[config.mk]
export PLATFORM = sky130hd
export DESIGN_NAME = mmio_test_target
export DESIGN_NICKNAME = d
export VERILOG_FILES = /design/src/hw/mmio_test_pkg.sv /design/src/hw/wait_pattern_gen.sv /design/src/hw/write_capture.sv /design/src/hw/csr_read_mux.sv /design/src/hw/mmio_test_target.sv
export SDC_FILE = /design/constraint.sdc
export NUM_CORES = 2
export LEC_CHECK = 0
export BUFFER_PORTS_ARGS = -buffer_cell sky130_fd_sc_hd__clkbuf_2
export CAP_MARGIN = 5
export CORE_AREA = 2 2 285 287
export CTS_CLUSTER_SIZE = 25
export DETAILED_ROUTE_END_ITERATION = 8
export DIE_AREA = 0 0 287 289
export SLEW_MARGIN = 20
export SYNTH_ARGS = -nofsm -noshare
export SYNTH_HDL_FRONTEND = slang
export SYNTH_SLANG_ARGS = --single-unit
[constraint.sdc]
create_clock -name clk -period 2.5 [get_ports clk]
set_clock_uncertainty 0.1 [all_clocks]
set_input_delay 0.125 -clock clk [delete_from_list [all_inputs] [get_ports clk]]
set_output_delay 0.125 -clock clk [all_outputs]
set_load 0.01 [all_outputs]
[src/hw/mmio_test_pkg.sv]
// Shared widths, identity constants and the read index enum
// of the MMIO test target
`default_nettype none

package mmio_test_pkg;

    // ======================================================================
    // Bus widths
    // ======================================================================

    // The narrow port moves 64-bit words addressed by a 12-bit word index
    localparam int mmio64_data_w = 64;
    localparam int mmio64_addr_w = 12;

    // The wide port moves 512-bit lines addressed by a 6-bit line index
    localparam int mmio512_data_w = 512;
    localparam int mmio512_addr_w = 6;

    // ======================================================================
    // Stall pattern
    // ======================================================================

    // One zero rotates through this many positions
    localparam int stall_period = 16;
    // The wide port watches the pattern halfway round from the narrow port
    localparam int stall_offset_512 = 8;

    // ======================================================================
    // Identity
    // ======================================================================

    localparam logic [127:0] afu_id = 128'h9f3c_51e2_0b7a_4d68_a1c4_7e25_d0b3_86f1;

    // Clock frequency reported in the status word
    localparam logic [15:0] pclk_freq_mhz = 16'd250;

    // Interface type code for Avalon
    localparam logic [3:0] if_type_avalon = 4'h0;

    // Feature header of a single-entry list
    // Type field 1 marks an AFU and bit 40 marks the end of the list
    localparam logic [63:0] dfh_value = {4'h1, 19'h0, 1'b1, 40'h0};

    // Word indices that the read side decodes
    // The header group occupies 0x00x and the wide data occupies 0x040 to 0x047
    typedef enum logic [11:0] {
        csr_dfh             = 12'h000,
        csr_afu_id_l        = 12'h001,
        csr_afu_id_h        = 12'h002,
        csr_status          = 12'h010,
        csr_wr64_data       = 12'h020,
        csr_wr64_addr       = 12'h030,
        csr_wr64_mask       = 12'h031,
        csr_wr512_data_base = 12'h040,
        csr_wr512_addr      = 12'h050,
        csr_wr512_mask      = 12'h051
    } t_csr_idx;

endpackage

`default_nettype wire

[src/hw/wait_pattern_gen.sv]
// Rotating stall pattern that drives waitrequest on both slave ports
`timescale 1ns/1ps
`default_nettype none

module wait_pattern_gen (
    input  logic clk,
    input  logic reset_n,
    output logic mmio64_waitrequest,
    output logic mmio512_waitrequest
);

    // A single zero circulates through the pattern
    // Each port is ready only while the zero sits on its tap
    logic [mmio_test_pkg::stall_period-1:0] stall_vec;

    // ======================================================================
    // Pattern register
    // ======================================================================

    always_ff @(posedge clk)
    begin
        if (!reset_n)
        begin
            // The zero starts on the narrow tap
            // so the narrow port is ready right after reset
            stall_vec <= {{(mmio_test_pkg::stall_period - 1){1'b1}}, 1'b0};
        end
        else
        begin
            // Rotate left by one position every cycle
            stall_vec <= {stall_vec[mmio_test_pkg::stall_period-2:0],
                          stall_vec[mmio_test_pkg::stall_period-1]};
        end
    end

    // Narrow port taps position 0
    assign mmio64_waitrequest = stall_vec[0];

    // Wide port taps a later position and so sees the zero 8 cycles after
    assign mmio512_waitrequest = stall_vec[mmio_test_pkg::stall_offset_512];

    // The pattern never loses or gains a zero
    // Otherwise a port could stall forever or accept twice per period
    a_single_zero: assert property (
        @(posedge clk) disable iff (!reset_n)
        $onehot(~stall_vec)
    );

endmodule

`default_nettype wire

[src/hw/write_capture.sv]
// Record of the data, address and byte mask of the last accepted write
// on one slave port, for any data and address width
`timescale 1ns/1ps
`default_nettype none

module write_capture #(
    parameter int data_w = mmio_test_pkg::mmio64_data_w,
    parameter int addr_w = mmio_test_pkg::mmio64_addr_w
) (
    input  logic                clk,
    input  logic                reset_n,
    input  logic                write,
    input  logic                waitrequest,
    input  logic [addr_w-1:0]   address,
    input  logic [data_w-1:0]   writedata,
    input  logic [data_w/8-1:0] byteenable,
    output logic [data_w-1:0]   last_data,
    output logic [addr_w-1:0]   last_addr,
    output logic [data_w/8-1:0] last_mask
);

    // A write is taken at the edge where write is high and waitrequest is low
    logic write_accept;

    assign write_accept = write && !waitrequest;

    // ======================================================================
    // Capture registers
    // ======================================================================

    // Every accepted write replaces the previous record
    // Any address may be written and none of them changes behaviour
    always_ff @(posedge clk)
    begin
        if (!reset_n)
        begin
            // The read side shows zero until the first write lands
            last_data <= '0;
            last_addr <= '0;
            last_mask <= '0;
        end
        else if (write_accept)
        begin
            last_data <= writedata;
            last_addr <= address;
            // The byte mask tells the access size seen on the bus
            last_mask <= byteenable;
        end
    end

    // The host must present a known address and mask with every write
    // An unknown here would end up in a record that the host reads back
    a_write_fields_known: assert property (
        @(posedge clk) disable iff (!reset_n)
        write_accept |-> !$isunknown({address, byteenable})
    );

endmodule

`default_nettype wire

[src/hw/csr_read_mux.sv]
// Two-stage read pipeline for the 64-bit port that reduces the header group
// and the wide write record, then selects the returned word
`timescale 1ns/1ps
`default_nettype none

module csr_read_mux (
    input  logic                                         clk,
    input  logic                                         reset_n,
    input  logic                                         read,
    input  logic                                         waitrequest,
    input  logic [mmio_test_pkg::mmio64_addr_w-1:0]      address,
    input  logic [mmio_test_pkg::mmio64_data_w-1:0]      wr64_data,
    input  logic [mmio_test_pkg::mmio64_addr_w-1:0]      wr64_addr,
    input  logic [mmio_test_pkg::mmio64_data_w/8-1:0]    wr64_mask,
    input  logic [mmio_test_pkg::mmio512_data_w-1:0]     wr512_data,
    input  logic [mmio_test_pkg::mmio512_addr_w-1:0]     wr512_addr,
    input  logic [mmio_test_pkg::mmio512_data_w/8-1:0]   wr512_mask,
    output logic [mmio_test_pkg::mmio64_data_w-1:0]      readdata,
    output logic                                         readdatavalid
);

    // Read accept strobe on the narrow port
    logic read_accept;

    // Stage one state
    logic                                    read_req_q;
    mmio_test_pkg::t_csr_idx                 read_idx_q;
    logic [mmio_test_pkg::mmio64_data_w-1:0] hdr_q;
    logic [mmio_test_pkg::mmio64_data_w-1:0] slice_q;

    // Stage two result
    logic [mmio_test_pkg::mmio64_data_w-1:0] next_word;

    assign read_accept = read && !waitrequest;

    // ======================================================================
    // Stage one
    // ======================================================================

    // Accept strobe for the cycle after the request
    always_ff @(posedge clk)
    begin
        if (!reset_n)
        begin
            read_req_q <= 1'b0;
        end
        else
        begin
            read_req_q <= read_accept;
        end
    end

    // The index is kept for the second cycle where the group is chosen
    always_ff @(posedge clk)
    begin
        read_idx_q <= mmio_test_pkg::t_csr_idx'(address);
    end

    // Header and identity words share the 0x00x group
    // and are reduced by the low nibble of the index
    always_ff @(posedge clk)
    begin
        case (address[3:0])
            4'h0: hdr_q <= mmio_test_pkg::dfh_value;
            4'h1: hdr_q <= mmio_test_pkg::afu_id[63:0];
            4'h2: hdr_q <= mmio_test_pkg::afu_id[127:64];
            default: hdr_q <= '0;
        endcase
    end

    // Pick one 64-bit slice of the last wide write
    // Index bits 2:0 select the slice and slice 0 holds data bits 63:0
    always_ff @(posedge clk)
    begin
        slice_q <= wr512_data[{address[2:0], 6'b0} +: mmio_test_pkg::mmio64_data_w];
    end

    // ======================================================================
    // Stage two
    // ======================================================================

    // Choose among the already reduced groups and the single registers
    always_comb
    begin
        next_word = '0;
        if (read_idx_q[11:4] == 8'(mmio_test_pkg::csr_dfh >> 4))
        begin
            next_word = hdr_q;
        end
        else if (read_idx_q[11:3] == 9'(mmio_test_pkg::csr_wr512_data_base >> 3))
        begin
            // Only 0x040 to 0x047 map onto the wide data, so 0x048 falls through
            next_word = slice_q;
        end
        else
        begin
            case (read_idx_q)
                // Status word with the clock frequency and the interface type
                mmio_test_pkg::csr_status:
                    next_word = {32'h0, mmio_test_pkg::pclk_freq_mhz, 12'h0,
                                 mmio_test_pkg::if_type_avalon};
                mmio_test_pkg::csr_wr64_data:  next_word = wr64_data;
                mmio_test_pkg::csr_wr64_addr:  next_word = 64'(wr64_addr);
                mmio_test_pkg::csr_wr64_mask:  next_word = 64'(wr64_mask);
                mmio_test_pkg::csr_wr512_addr: next_word = 64'(wr512_addr);
                mmio_test_pkg::csr_wr512_mask: next_word = 64'(wr512_mask);
                // Unmapped indices read as zero
                default:                       next_word = '0;
            endcase
        end
    end

    always_ff @(posedge clk)
    begin
        if (!reset_n)
        begin
            readdatavalid <= 1'b0;
        end
        else
        begin
            readdatavalid <= read_req_q;
        end
    end

    // Stage two register for the returned word
    always_ff @(posedge clk)
    begin
        readdata <= next_word;
    end

    // Each accepted read yields a valid pulse after two edges
    a_read_latency: assert property (
        @(posedge clk) disable iff (!reset_n)
        read_accept |-> ##2 readdatavalid
    );

    // No valid pulse appears without a read two edges before it
    a_no_spurious_valid: assert property (
        @(posedge clk) disable iff (!reset_n)
        readdatavalid |-> $past(read_accept, 2)
    );

endmodule

`default_nettype wire

[src/hw/mmio_test_target.sv]
// Top level of the MMIO test target with the stall generator, the two
// write capture blocks and the read pipeline
`timescale 1ns/1ps
`default_nettype none

module mmio_test_target (
    input  logic                                        clk,
    input  logic                                        reset_n,

    // 64-bit read and write slave port
    input  logic                                        mmio64_read,
    input  logic                                        mmio64_write,
    input  logic [mmio_test_pkg::mmio64_addr_w-1:0]     mmio64_address,
    input  logic [mmio_test_pkg::mmio64_data_w-1:0]     mmio64_writedata,
    input  logic [mmio_test_pkg::mmio64_data_w/8-1:0]   mmio64_byteenable,
    output logic                                        mmio64_waitrequest,
    output logic [mmio_test_pkg::mmio64_data_w-1:0]     mmio64_readdata,
    output logic                                        mmio64_readdatavalid,

    // 512-bit write only slave port
    input  logic                                        mmio512_write,
    input  logic [mmio_test_pkg::mmio512_addr_w-1:0]    mmio512_address,
    input  logic [mmio_test_pkg::mmio512_data_w-1:0]    mmio512_writedata,
    input  logic [mmio_test_pkg::mmio512_data_w/8-1:0]  mmio512_byteenable,
    output logic                                        mmio512_waitrequest
);

    // Record of the last narrow write
    logic [mmio_test_pkg::mmio64_data_w-1:0]    wr64_data;
    logic [mmio_test_pkg::mmio64_addr_w-1:0]    wr64_addr;
    logic [mmio_test_pkg::mmio64_data_w/8-1:0]  wr64_mask;

    // Record of the last wide write
    logic [mmio_test_pkg::mmio512_data_w-1:0]   wr512_data;
    logic [mmio_test_pkg::mmio512_addr_w-1:0]   wr512_addr;
    logic [mmio_test_pkg::mmio512_data_w/8-1:0] wr512_mask;

    // ======================================================================
    // Back-pressure
    // ======================================================================

    // Both waitrequests come from one rotating pattern
    wait_pattern_gen stall_gen (
        .clk                 (clk),
        .reset_n             (reset_n),
        .mmio64_waitrequest  (mmio64_waitrequest),
        .mmio512_waitrequest (mmio512_waitrequest)
    );

    // ======================================================================
    // Write capture
    // ======================================================================

    write_capture #(
        .data_w (mmio_test_pkg::mmio64_data_w),
        .addr_w (mmio_test_pkg::mmio64_addr_w)
    ) capture64 (
        .clk         (clk),
        .reset_n     (reset_n),
        .write       (mmio64_write),
        .waitrequest (mmio64_waitrequest),
        .address     (mmio64_address),
        .writedata   (mmio64_writedata),
        .byteenable  (mmio64_byteenable),
        .last_data   (wr64_data),
        .last_addr   (wr64_addr),
        .last_mask   (wr64_mask)
    );

    // The wide port has no read side, so its record is only visible
    // through the narrow port
    write_capture #(
        .data_w (mmio_test_pkg::mmio512_data_w),
        .addr_w (mmio_test_pkg::mmio512_addr_w)
    ) capture512 (
        .clk         (clk),
        .reset_n     (reset_n),
        .write       (mmio512_write),
        .waitrequest (mmio512_waitrequest),
        .address     (mmio512_address),
        .writedata   (mmio512_writedata),
        .byteenable  (mmio512_byteenable),
        .last_data   (wr512_data),
        .last_addr   (wr512_addr),
        .last_mask   (wr512_mask)
    );

    // ======================================================================
    // Read path
    // ======================================================================

    csr_read_mux read_mux (
        .clk           (clk),
        .reset_n       (reset_n),
        .read          (mmio64_read),
        .waitrequest   (mmio64_waitrequest),
        .address       (mmio64_address),
        .wr64_data     (wr64_data),
        .wr64_addr     (wr64_addr),
        .wr64_mask     (wr64_mask),
        .wr512_data    (wr512_data),
        .wr512_addr    (wr512_addr),
        .wr512_mask    (wr512_mask),
        .readdata      (mmio64_readdata),
        .readdatavalid (mmio64_readdatavalid)
    );

endmodule

`default_nettype wire

==> results.sh <==
export IMPL_timing_worst_slew_pin_value_ns=0.829
export IMPL_cts_buffer_depth=3
export IMPL_hold_path_class="in -> reg"
export IMPL_path_class="reg -> reg"
export IMPL_synth_main_ff_cell="dfxtp_1"
export IMPL_gp_congestion=0.885
export IMPL_antenna_left=0
export IMPL_synth_edf_count=0
export IMPL_clock_fmax_mhz=424
export IMPL_grt_pass1_vias=31442
export IMPL_regToRegSetupSlack_ns=0.14
export IMPL_cp_num_buf_inv=3
export IMPL_dp_slack_ns=0.344
export IMPL_switching_share=0.226
export IMPL_synth_area_sq_um=33200
export IMPL_drv_cap=0
export IMPL_peakVddDrop_uv=491
export IMPL_die_h_um=289
export IMPL_avgSynthCellArea_sq_um=9.24
export IMPL_detail_route_wl_per_cell_um=21.9
export IMPL_worst_slew_margin_rel=0.446
export IMPL_cts_setup_buffers=0
export IMPL_drtPass1Iterations=5
export IMPL_num_vias=31376
export IMPL_cp_start_kind="flip-flop"
export IMPL_first_iter_violations=2066
export IMPL_regArea_sq_um=16600
export IMPL_hold_buffers=720
export IMPL_ios=738
export IMPL_final_max_slew_viol_count=0
export IMPL_multiInputGateArea_sq_um=15500
export IMPL_vias_per_cell=5.16
export IMPL_cp_required_ns=2.98
export IMPL_grt_ovfl_total=0
export IMPL_comb_power_share=0.083
export IMPL_cp_max_fo=45
export IMPL_post_route_period_util=0.943
export IMPL_grt_setup_unrepaired="false"
export IMPL_ys_seq_area_frac=0.499
export IMPL_total_power_w=0.0294
export IMPL_async_reset_ff_frac=0
export IMPL_cts_tree="yes"
export IMPL_tns_ns=0
export IMPL_final_nets=5583
export IMPL_port_buffers=737
export IMPL_power_switching_w=0.00666
export IMPL_antenna_found_initial=37
export IMPL_h_tree_depth=3
export IMPL_setup_ws_ns=0.142
export IMPL_finalHoldViolCount=0
export IMPL_drive_gt1_frac=0.232
export IMPL_cpLargestDelayFamily="buffers and inverters"
export IMPL_grt_first_pass_wirelength_um=193000
export IMPL_drcViolationCount=0
export IMPL_area_delta_synth_final_pct=45.6
export IMPL_cts_resized_gates=0
export IMPL_worstPathArrival_ns=2.84
export IMPL_power_frac_clock=0.464
export IMPL_status="finished, final reports clean"
export IMPL_power_density_nw_per_um2=609
export IMPL_wl_um=133000
export IMPL_synth_top_area_frac=0.499
export IMPL_crit_chain="nand2b_4, buf_12, buf_4, nand2_1, a21boi_0, dlygate4sd3_1"
export IMPL_fin_crit_ns=2.36
export IMPL_fp_dieArea_sq_um=82900
export IMPL_crit_path_max_incr_delay_ns=0.56
export IMPL_dp_hpwl_um=91500
export IMPL_internal_power_w=0.0228
export IMPL_worst_skew_pair_late_latency_ns=0.65
export IMPL_die_x_um=287
export IMPL_cts_root_buf="clkbuf_16"
export IMPL_place_area_sq_um=38100
export IMPL_yosysTopAreaCell="dfxtp_1"
export IMPL_grt_max_degree=117
export IMPL_cts_sinks=828
export IMPL_fin_area_sq_um=48400
export IMPL_yosysUniqueCellTypes=41
export IMPL_core_region_area_sq_um=79900
export IMPL_yosys_register_bits=828
export IMPL_fin_hold_ws_ns=0.0278
export IMPL_initial_core_util=0.416
export IMPL_end_kind="flip-flop"
export IMPL_clk_pin_slew_ns=0.06
export IMPL_finalSetupViolCount=0
export IMPL_grt_usage=0.310
export IMPL_nFillCells=6771
export IMPL_synthCells=3594
export IMPL_synth_nets=4265
export IMPL_cts_buffers=88
export IMPL_cp_slowest_cell="dlygate4sd3_1"
export IMPL_sequentialPowerShare=0.453
export IMPL_p_leak_nw=18.5
export IMPL_ys_warn_count=0
export IMPL_synth_area_top_cells="dfxtp_1, nand2_1, a21boi_0"
export IMPL_rows=104
[layout by cell type (no fill, tap or decap), types with 37 or more instances in the layout]
| cell | n |
|---|---|
| nand2_1 | 1396 |
| a21boi_0 | 666 |
| mux2_2 | 67 |
| a21oi_1 | 46 |
| buf_12 | 37 |
| dfxtp_1 | 828 |
| clkbuf_16 | 89 |
| a221o_1 | 37 |
| mux4_2 | 128 |
| clkbuf_2 | 733 |
| dlygate4sd3_1 | 720 |
[final cells by class]
cell class / instances / area share
clock inverter: 32 / 0.00867
clock buffer: 129 / 0.0535
tap: 1060 / 0.0274
inverter: 6 / 0.000466
antenna: 33 / 0.00171
sequential: 828 / 0.343
multi-input combinational: 2466 / 0.320
timing repair buffer: 1522 / 0.246
[final timing paths]
| path | cells past startpoint | end | start |
|---|---|---|---|
| setup / recovery | 6 | capture512.last_data[263] | stall_gen.stall_vec[8] |
| hold reg to reg | 1 | stall_gen.stall_vec[11] | stall_gen.stall_vec[10] |
| setup reg to reg | 6 | capture512.last_data[263] | stall_gen.stall_vec[8] |
| hold / removal | 3 | read_mux.read_idx_q[0] | mmio64_address[0] |
[through the flow]
stage	instances	util
after floorplan	3594	-
after detailed placement	5162	0.476
after global routing	6064	0.605
after CTS	6043	0.604
after global placement	5162	0.476
final	6076	0.605
[kinds of logic (layout without fill, tap and decap cells)]
| kind of cell | count (synthesis) | in the layout | synth area share |
|---|---|---|---|
| other | 0 | 33 | 0 |
| and+or+nand+nor | 1469 | 1469 | 0.173 |
| DFF | 828 | 828 | 0.499 |
| buffers and inverters | 300 | 1689 | 0.0361 |
| muxes | 210 | 210 | 0.114 |
| AOI/OAI and AO/OA | 787 | 787 | 0.178 |
[registers in the layout, indices dropped and copies added, names as in the netlist]
signal and flops:
stall_gen.stall_vec 16, read_mux.hdr_q 4, capture512.last_addr 6, capture512.last_data 512
read_mux.slice_q 64, read_mux.readdatavalid 1, read_mux.read_req_q 1, capture512.last_mask 64
read_mux.read_idx_q 12, capture64.last_addr 12, capture64.last_mask 8, read_mux.readdata 64
capture64.last_data 64
[power by group through the flow]
stage               Sequential [W]  Combinational, W  Clock [W]
global route                0.0133           0.00255     0.0144
CTS                         0.0133           0.00238     0.0138
floorplan                   0.0136          0.000606          0
detailed placement          0.0136           0.00148          0
global placement            0.0136           0.00149          0
finish                      0.0133           0.00243     0.0136
[metal layers]
| layer | GRT usage | vias to the layer above | part of all wire | wire, um |
|---|---|---|---|---|
| met5 | 0.000568 | - | 0.0014 | 188 |
| met2 | 0.525 | 1216 | 0.49 | 64700 |
| met4 | 0.160 | 30 | 0.052 | 6850 |
| met3 | 0.0513 | 393 | 0.058 | 7740 |
| li1 | - | 14730 | - | - |
| met1 | 0.381 | 15007 | 0.40 | 53500 |
[Yosys cell counts (3+ instances only)]
library cell  count
nand2_1        1396
dfxtp_1         828
a21boi_0        666
clkbuf_1        268
mux4_2          128
mux2_2           67
a21oi_1          46
a221o_1          37
nand2b_1         18
a22oi_1          15
buf_2            15
mux2i_1          15
nor2b_1          10
nand3_1           9
nor2_1            8
buf_6             6
inv_1             6
and2_1            4
nor3_1            4
o221ai_1          4
or3b_2            4
a211o_1           3
a222oi_1          3
buf_1             3
nor4_4            3
o21ai_0           3
o22ai_1           3
[worst register-to-register path, cell delays in order, from the launching register on]
cell	delay, ns
dfxtp_1	0.46
nand2b_4	0.41
buf_12	0.29
buf_4	0.26
nand2_1	0.07
a21boi_0	0.16
dlygate4sd3_1	0.56
Power figures use the tool's default switching activity.
